[config.mk]
export PLATFORM = sky130hd
export DESIGN_NAME = ahb_to_wishbone
export DESIGN_NICKNAME = d
export VERILOG_FILES = /design/src/processorci_pkg.sv /design/src/ahb_to_wishbone.sv
export VERILOG_INCLUDE_DIRS = /design/src
export SDC_FILE = /design/constraint.sdc
export NUM_CORES = 1
export LEC_CHECK = 0
export BUFFER_PORTS_ARGS = -buffer_cell sky130_fd_sc_hd__buf_2
export CAP_MARGIN = 15
export CORE_MARGIN = 8
export CORE_UTILIZATION = 40
export CTS_BUF_LIST = sky130_fd_sc_hd__clkbuf_8
export DETAILED_ROUTE_END_ITERATION = 10
export GPL_TIMING_DRIVEN = 0
export PLACE_DENSITY = 0.81
export SYNTH_ARGS = -nofsm -noshare
export SYNTH_HDL_FRONTEND = slang
export SYNTH_SLANG_ARGS = --single-unit
[constraint.sdc]
create_clock -name sys_clk_i -period 2.9 [get_ports sys_clk_i]
set_clock_uncertainty 0.2 [all_clocks]
set_input_delay 0.29 -clock sys_clk_i [delete_from_list [all_inputs] [get_ports sys_clk_i]]
set_output_delay 0.29 -clock sys_clk_i [all_outputs]
set_load 0.05 [all_outputs]
[src/processorci_config.svh]
`ifndef PROCESSORCI_CONFIG_SVH
`define PROCESSORCI_CONFIG_SVH

// Bus widths
`define PCI_ADDR_WIDTH 32
`define PCI_DATA_WIDTH 32

// Shared RAM depth in words
`define PCI_RAM_WORDS 1024

// Extra cycles before the RAM acks
`define PCI_RAM_WAIT 1

`endif

[src/processorci_pkg.sv]
package processorci_pkg;

    // AHB-Lite transfer type
    typedef enum logic [1:0] {
        TR_IDLE   = 2'b00,
        TR_BUSY   = 2'b01,
        TR_NONSEQ = 2'b10,
        TR_SEQ    = 2'b11
    } htrans_e;

    // AHB-Lite transfer size, nothing wider than a word
    typedef enum logic [2:0] {
        SZ_BYTE = 3'b000,
        SZ_HALF = 3'b001,
        SZ_WORD = 3'b010
    } hsize_e;

    // Bridge sequencing
    typedef enum logic [2:0] {
        ST_IDLE  = 3'd0, // Ready, last data phase done
        ST_WB    = 3'd1, // Wishbone cycle in flight
        ST_ERR1  = 3'd2, // First ERROR cycle
        ST_ERR2  = 3'd3  // Second ERROR cycle
    } bridge_state_e;

endpackage

[src/ahb_to_wishbone.sv]
`timescale 1ns/1ps
`include "processorci_config.svh"

module ahb_to_wishbone #(
    parameter logic [`PCI_ADDR_WIDTH-1:0] ADDR_LIMIT = `PCI_ADDR_WIDTH'(4 * `PCI_RAM_WORDS)
) (
    input  logic                             sys_clk_i,
    input  logic                             rst_n_i,

    // AHB-Lite slave side
    input  logic [`PCI_ADDR_WIDTH-1:0]       haddr_i,
    input  processorci_pkg::htrans_e         htrans_i,
    input  logic                             hwrite_i,
    input  processorci_pkg::hsize_e          hsize_i,
    input  logic [`PCI_DATA_WIDTH-1:0]       hwdata_i,
    input  logic                             hready_i,
    output logic [`PCI_DATA_WIDTH-1:0]       hrdata_o,
    output logic                             hreadyout_o,
    output logic                             hresp_o,

    // Wishbone classic master side
    output logic                             wb_cyc_o,
    output logic                             wb_stb_o,
    output logic                             wb_we_o,
    output logic [`PCI_ADDR_WIDTH-3:0]       wb_adr_o,
    output logic [`PCI_DATA_WIDTH/8-1:0]     wb_sel_o,
    output logic [`PCI_DATA_WIDTH-1:0]       wb_dat_w_o,
    input  logic [`PCI_DATA_WIDTH-1:0]       wb_dat_r_i,
    input  logic                             wb_ack_i
);

    localparam int SEL_W = `PCI_DATA_WIDTH / 8;

    processorci_pkg::bridge_state_e state_q;
    processorci_pkg::bridge_state_e state_d;

    logic                          accept;
    logic                          in_range;
    logic [SEL_W-1:0]              sel_d;

    // Captured address phase
    logic [`PCI_ADDR_WIDTH-3:0]    adr_q;
    logic                          we_q;
    logic [SEL_W-1:0]              sel_q;
    logic [`PCI_DATA_WIDTH-1:0]    rdata_q;

    // Byte lanes from transfer size and low address bits
    function automatic logic [SEL_W-1:0] lane_select(
        input processorci_pkg::hsize_e size,
        input logic [1:0]              lo
    );
        logic [SEL_W-1:0] sel;
        case (size)
            processorci_pkg::SZ_BYTE: sel = SEL_W'(1) << lo;
            processorci_pkg::SZ_HALF: sel = lo[1] ? 4'b1100 : 4'b0011;
            default:                  sel = '1; // Word or wider
        endcase
        return sel;
    endfunction

    // IDLE and BUSY pass with a zero-wait OKAY
    assign accept   = hready_i && (htrans_i == processorci_pkg::TR_NONSEQ ||
                                   htrans_i == processorci_pkg::TR_SEQ);
    assign in_range = (haddr_i < ADDR_LIMIT);
    assign sel_d    = lane_select(hsize_i, haddr_i[1:0]);

    always_comb begin
        state_d = state_q;
        case (state_q)
            processorci_pkg::ST_IDLE,
            processorci_pkg::ST_ERR2: begin
                if (accept) begin
                    state_d = in_range ? processorci_pkg::ST_WB : processorci_pkg::ST_ERR1;
                end else begin
                    state_d = processorci_pkg::ST_IDLE;
                end
            end
            processorci_pkg::ST_WB: begin
                if (wb_ack_i) begin
                    state_d = processorci_pkg::ST_IDLE; // Data phase ends next cycle
                end
            end
            processorci_pkg::ST_ERR1: state_d = processorci_pkg::ST_ERR2;
            default:                  state_d = processorci_pkg::ST_IDLE;
        endcase
    end

    always_ff @(posedge sys_clk_i or negedge rst_n_i) begin
        if (!rst_n_i) begin
            state_q <= processorci_pkg::ST_IDLE;
        end else begin
            state_q <= state_d;
        end
    end

    // Address phase stage and read data capture
    always_ff @(posedge sys_clk_i) begin
        if (accept) begin
            adr_q <= haddr_i[`PCI_ADDR_WIDTH-1:2];
            we_q  <= hwrite_i;
            sel_q <= sel_d;
        end
        if (state_q == processorci_pkg::ST_WB && wb_ack_i) begin
            rdata_q <= wb_dat_r_i;
        end
    end

    // Bus-cycle stage
    assign wb_cyc_o   = (state_q == processorci_pkg::ST_WB);
    assign wb_stb_o   = (state_q == processorci_pkg::ST_WB);
    assign wb_we_o    = we_q;
    assign wb_adr_o   = adr_q;
    assign wb_sel_o   = sel_q;
    assign wb_dat_w_o = hwdata_i; // HWDATA valid for the whole data phase

    assign hrdata_o    = rdata_q;
    assign hreadyout_o = (state_q != processorci_pkg::ST_WB) &&
                         (state_q != processorci_pkg::ST_ERR1);
    assign hresp_o     = (state_q == processorci_pkg::ST_ERR1) ||
                         (state_q == processorci_pkg::ST_ERR2);

endmodule

==> impl_metrics.ini, run 1 <==
[run_status]
run_status = completed

[critical_path]
worstSetupEndpoint = hrdata_o[18]
r2r_start = state_q[1]
cp_slowest_stage_delay_ns = 0.53
end_kind = flop
crit_buf_inv = 2
cp_cell_sequence = inv_1 > ha_1 > and2_1 > buf_16
criticalPathCategory = flop to flop
cp.required_ns = 2.74
regToRegEndpoint = hrdata_o[18]
worstPathArrival_ns = 1.91
startpoint = state_q[1]
crit_family = simple AND/OR/NAND/NOR gates
reg2reg_slack_ns = 0.83
cpMaxStageDelayCell = and2_1
r2r.worst_path.cells = 4
startpoint_type = flop
cp_num_cells = 4
crit_fanout = 22

[detailed_routing]
wl_per_cell_um = 19.04
drc = 0
wl_mm = 8.892
ant_nets = 0
routed_via_density = 4.512
vias = 2107
firstDrtPassIters = 4
initialDrtViolationCount = 62

[global_routing]
grt_first_pass_wirelength_mm = 12.81
overflow = 0
grt_usage_pct = 19.24
grt_max_degree = 36
grt_pass1_vias = 2393
grt_antenna_before_repair = 0

[timing]
min_period_over_period_pct = 71.24
max_freq_mhz = 484.1
finalCriticalPeriod_ns = 2.066
fin_setup_tns_ns = 0
grt_setup_unrepaired = no
hold_violations = 0
tightest_slew_ns = 0.8068
maxSlewViolCount = 0
slew-limit-headroom_pct = 46.21
setup_viol = 0

[final_layout]
drive_gt1_share_pct = 58.61
fillers = 422
fin_nets = 494
syn2layout_area_growth_pct = 71.03
post-route-util_pct = 69.47

[clocking]
hold_buffers = 64
htreeDepth = 3
cts-root-buf = clkbuf_8
cts_tree = yes
cts_sinks = 69
clock_latency_ns = 0.33
cts_resized = 0
cts_buffers = 9
cts_buffer_depth = 2
path_clk_slew_ns = 0.06
post_cts_buffers = 0

[flow_run]
cap_violations = 0

[floorplanning]
design.core.area_um2 = 6241
die_area_um2 = 9140
initial_core_util_pct = 40.62
rows = 29
die_height_um = 95.61
ios = 209
fp.dieW_um = 95.61

[worst_hold_path]
hold_class = input pin to flop

[yosys]
netlist_area_um2 = 2535
synth_nets = 243
ys_types = 17
ys_ff_latch = 69
yosysWarnings = 0
synth_cells = 134
synth-seq-area-share_pct = 81.34
synth.avg_cell_area_um2 = 18.92

[pwr]
ir_drop_v = 0.0004508
leakagePower_nw = 1.946
power.density_nw_per_um2 = 660.0

[placement]
io_buffers = 175
gp_congestion = 0.7709
dp_hpwl_mm = 6.198
## worst min path at each step
| stage | startpoint | endpoint | slack [ns] | cells past startpoint |
|---|---|---|---|---|
| CTS | hsize_i[1] | wb_sel_o[2] | 0.04 | 3 |
| global placement | rst_n_i | state_q[1] | -0.12 | 1 |
| floorplan | rst_n_i | state_q[0] | -0.21 | 0 |
| finish | hsize_i[1] | wb_sel_o[2] | 0.06 | 3 |
| global route | hsize_i[2] | wb_sel_o[0] | 0.05 | 3 |
| detailed placement | rst_n_i | state_q[0] | -0.12 | 1 |
## per-stage QoR
stage	std cells	setup slack, ns	hold WS, ns	power, mW	instance area [um2]
after floorplan	134	0.3864	-0.2056	1.943	2535
after global placement	386	0.5255	-0.1237	2.142	3507
after detailed placement	387	0.8610	-0.1206	2.175	3536
after CTS	466	0.8362	0.04442	2.871	4333
after global routing	466	0.7443	0.04722	2.973	4333
final	467	0.8341	0.05977	2.861	4335
## layer usage
metal / vias to the layer above / routed length [um] / global-route usage, %
li1: 971 / - / -
met1: 966 / 2858 / 17.62
met2: 160 / 4529 / 33.77
met3: 10 / 1392 / 12.20
met4: 0 / 111 / 6.786
met5: - / 0 / 0
## kinds of logic (layout without fill, tap and decap cells)
logic type	Yosys count	in the layout	share of synthesized area, %
buffers and inverters	36	291	10.22
flip-flops	69	69	81.34
multiplexers	1	1	0.3949
AO/OA/AOI/OAI	7	7	2.024
AND/OR/NAND/NOR	18	18	4.541
adder cells (fa/ha/maj)	3	3	1.481
other	0	1	0
## flip-flops by register name, summed over array words and instances, names as in the netlist
signal / count
hrdata_o: 32
state_q: 2
wb_adr_o: 30
wb_sel_o: 4
wb_we_o: 1
## Yosys cell counts
cell | count | area [um2]
nand3_1 | 3 | 15.01
nor4_1 | 2 | 12.51
nor4_2 | 3 | 37.54
nand2_1 | 2 | 7.510
buf_4 | 33 | 247.7
edfxtp_1 | 67 | 2012
dfrtp_1 | 2 | 50.05
or2_2 | 1 | 6.260
and2_1 | 2 | 12.51
o21ai_0 | 5 | 25.02
o41ai_2 | 1 | 16.27
nor2b_1 | 2 | 12.51
inv_1 | 3 | 11.26
nor2_1 | 3 | 11.26
mux2i_1 | 1 | 10.01
o211a_1 | 1 | 10.01
ha_1 | 3 | 37.54
## worst min-delay path: stages
cell	delay [ns]
buf_2	0.08
nor2_1	0.05
o21ai_0	0.06
## where the power goes
| group | switching, mW | total, mW | internal [mW] |
|---|---|---|---|
| Combinational | 0.690 | 0.973 | 0.283 |
| Sequential | 0.0380 | 1.25 | 1.22 |
| Clock | 0.339 | 0.634 | 0.296 |
## layout make-up
class                   count  area, um2  area share, %
plain buffers              33      247.7          5.714
clock inverters             6      32.53         0.7504
repair buffers            240       1544          35.61
well taps                  77      96.34          2.222
clock buffers               9      123.9          2.857
multi-input cells          29      215.2          4.964
diodes                      1      2.502        0.05772
inverters                   3      11.26         0.2597
flip-flops and latches     69       2062          47.56
## cells in the final DEF, fill, tap and decap left out, types with 2 or more instances in the layout
cell type      count
buf_4             33
clkinvlp_4         2
edfxtp_1          67
clkinv_2           2
o21ai_0            5
nand3_1            3
nand2_1            2
nor2b_1            2
dfrtp_1            2
dlygate4sd3_1     64
inv_1              4
ha_1               3
nor4_2             3
buf_2            175
nor4_1             2
clkbuf_8           9
nor2_1             3
Note: power is estimated with default switching activity, not from simulation.
==> run 2, diff against run 1 <==
--- a/config.mk
+++ b/config.mk
@@ -9,11 +9,11 @@
 export BUFFER_PORTS_ARGS = -buffer_cell sky130_fd_sc_hd__buf_2
 export CAP_MARGIN = 15
 export CORE_MARGIN = 8
-export CORE_UTILIZATION = 40
+export CORE_UTILIZATION = 36
 export CTS_BUF_LIST = sky130_fd_sc_hd__clkbuf_8
 export DETAILED_ROUTE_END_ITERATION = 10
 export GPL_TIMING_DRIVEN = 0
-export PLACE_DENSITY = 0.81
+export PLACE_DENSITY = 0.76
 export SYNTH_ARGS = -nofsm -noshare
 export SYNTH_HDL_FRONTEND = slang
 export SYNTH_SLANG_ARGS = --single-unit
==> constraint.sdc (replaced) <==
create_clock -name sys_clk_i -period 1.9 [get_ports sys_clk_i]
set_clock_uncertainty 0.2 [all_clocks]
set_input_delay 0.19 -clock sys_clk_i [delete_from_list [all_inputs] [get_ports sys_clk_i]]
set_output_delay 0.19 -clock sys_clk_i [all_outputs]
set_load 0.05 [all_outputs]
==> impl_metrics.ini, run 2 (synthesis gave the netlist of run 1 again) <==
[run_status]
run_status = completed

[floorplanning]
fp.dieW_um = 99.92
rows = 30
die_height_um = 99.92
design.core.area_um2 = 6794
ios = 209
die_area_um2 = 9983
initial_core_util_pct = 37.31

[timing]
max_freq_mhz = 545.9
finalCriticalPeriod_ns = 1.832
slew-limit-headroom_pct = 44.70
setup_viol = 0
hold_violations = 0
min_period_over_period_pct = 96.42
tightest_slew_ns = 0.8295
grt_setup_unrepaired = yes
fin_setup_tns_ns = 0
maxSlewViolCount = 0

[clocking]
htreeDepth = 3
cts_buffer_depth = 2
path_clk_slew_ns = 0.08
cts_tree = yes
clock_latency_ns = 0.33
post_cts_buffers = 0
cts-root-buf = clkbuf_8
cts_buffers = 9
cts_sinks = 69

[critical_path]
crit_fanout = 4
worstPathArrival_ns = 1.44
crit_buf_inv = 2
cpMaxStageDelayCell = dfrtp_1
startpoint_type = flop
cp.required_ns = 1.51
criticalPathCategory = flop to output port
end_kind = output port
r2r_start = state_q[1]
crit_family = flip-flops
cp_slowest_stage_delay_ns = 0.40
cp_cell_sequence = inv_1 > ha_2 > or2_2 > buf_6
startpoint = state_q[0]

[final_layout]
stdcell_area_um2 = 4483
largest_register_ffs = 32
mostFrequentLayoutCells = buf_2 (173), dlygate4sd3_1 (71), edfxtp_1 (67), buf_4 (33), clkbuf_8 (9)
syn2layout_area_growth_pct = 76.85
layout_commonest_cell = buf_2
drive_gt1_share_pct = 58.84
fin_nets = 500

[placement]
io_buffers = 175
gp_congestion = 0.8039
placed_cell_area_um2 = 3537
dp_hpwl_mm = 6.031

[flow_run]
cap_violations = 0

[detailed_routing]
met1_length_mm = 3.176
drc = 0
vias = 2130
met3WireLength_mm = 1.218
routed_via_density = 4.320
wl_per_cell_um = 18.10
ant_nets = 0
wl_mm = 8.925
highest_layer = met4
initialDrtViolationCount = 72
firstDrtPassIters = 4
wl_met2_mm = 4.355

[global_routing]
overflow = 0
grt_usage_pct = 17.66
grt_antenna_before_repair = 1
grt_first_pass_wirelength_mm = 13.39
grt_max_degree = 36
grt_pass1_vias = 2480

[pwr]
power.density_nw_per_um2 = 1054
p_total_mw = 4.725
ir_drop_v = 0.0004233
leakagePower_nw = 1.991

[worst_hold_path]
min_from = haddr_i[0]
hold_class = input pin to flop
run 2: repair_timing:
| action | in CTS | in global routing |
|---|---|---|
| gates resized for setup | 2 | 2 |
| hold buffers | 71 | 0 |
| pin swaps | 0 | 0 |
| endpoints found under the setup margin | 1 | 2 |
| endpoints found under the hold margin | 71 | 0 |
run 2: area by class of cell:
type / count / area, um2
fillers: 465 / 2311
inverters: 3 / 11.26
flip-flops and latches: 69 / 2062
diodes: 1 / 2.502
repair buffers: 246 / 1595
plain buffers: 33 / 247.7
clock buffers: 9 / 123.9
multi-input cells: 29 / 222.7
well taps: 96 / 120.1
clock inverters: 7 / 97.59
run 2: final timing paths:
kind | endpoint | slack (ns) | cells past startpoint
min in group asynchronous | state_q[0] | 0.54 | 3
worst min-delay path | wb_sel_o[3] | 0.03 | 3
worst min register to register | state_q[0] | 0.53 | 3
max in group asynchronous | state_q[1] | 0.84 | 3
worst max-delay path | hresp_o | 0.07 | 4
worst max register to register | hrdata_o[2] | 0.17 | 3
run 2: through the flow:
step | instances | hold WS, ns | util (%) | setup slack, ns
2_1_floorplan | 134 | -0.3056 | - | 0.09771
3_3_place_gp | 405 | -0.2225 | 52.04 | -0.2050
3_5_place_dp | 405 | -0.2218 | 52.06 | 0.1965
4_1_cts | 492 | 0.009519 | 65.87 | 0.02016
5_1_grt | 493 | 0.02351 | 65.99 | -0.002329
6_report | 493 | 0.02505 | 65.99 | 0.06810
run 2: tightest hold or removal path, delay by kind of cell:
kind / cells / cell delay [ns]
buffers and inverters: 1 / 0.08
AOI/OAI and AO/OA: 1 / 0.13
and+or+nand+nor: 1 / 0.04
run 2: per-layer routing:
| layer | vias to the layer above | GRT usage (%) |
|---|---|---|
| met1 | 975 | 17.81 |
| met3 | 14 | 8.651 |
| li1 | 982 | - |
| met2 | 159 | 30.37 |
| met4 | 0 | 7.334 |
| met5 | - | 0 |
run 2: where the power goes:
group / internal, mW / switching, mW / total [mW]
Combinational: 0.452 / 1.06 / 1.51
Clock: 0.743 / 0.561 / 1.30
Sequential: 1.85 / 0.0557 / 1.91
Total: 3.05 / 1.68 / 4.73
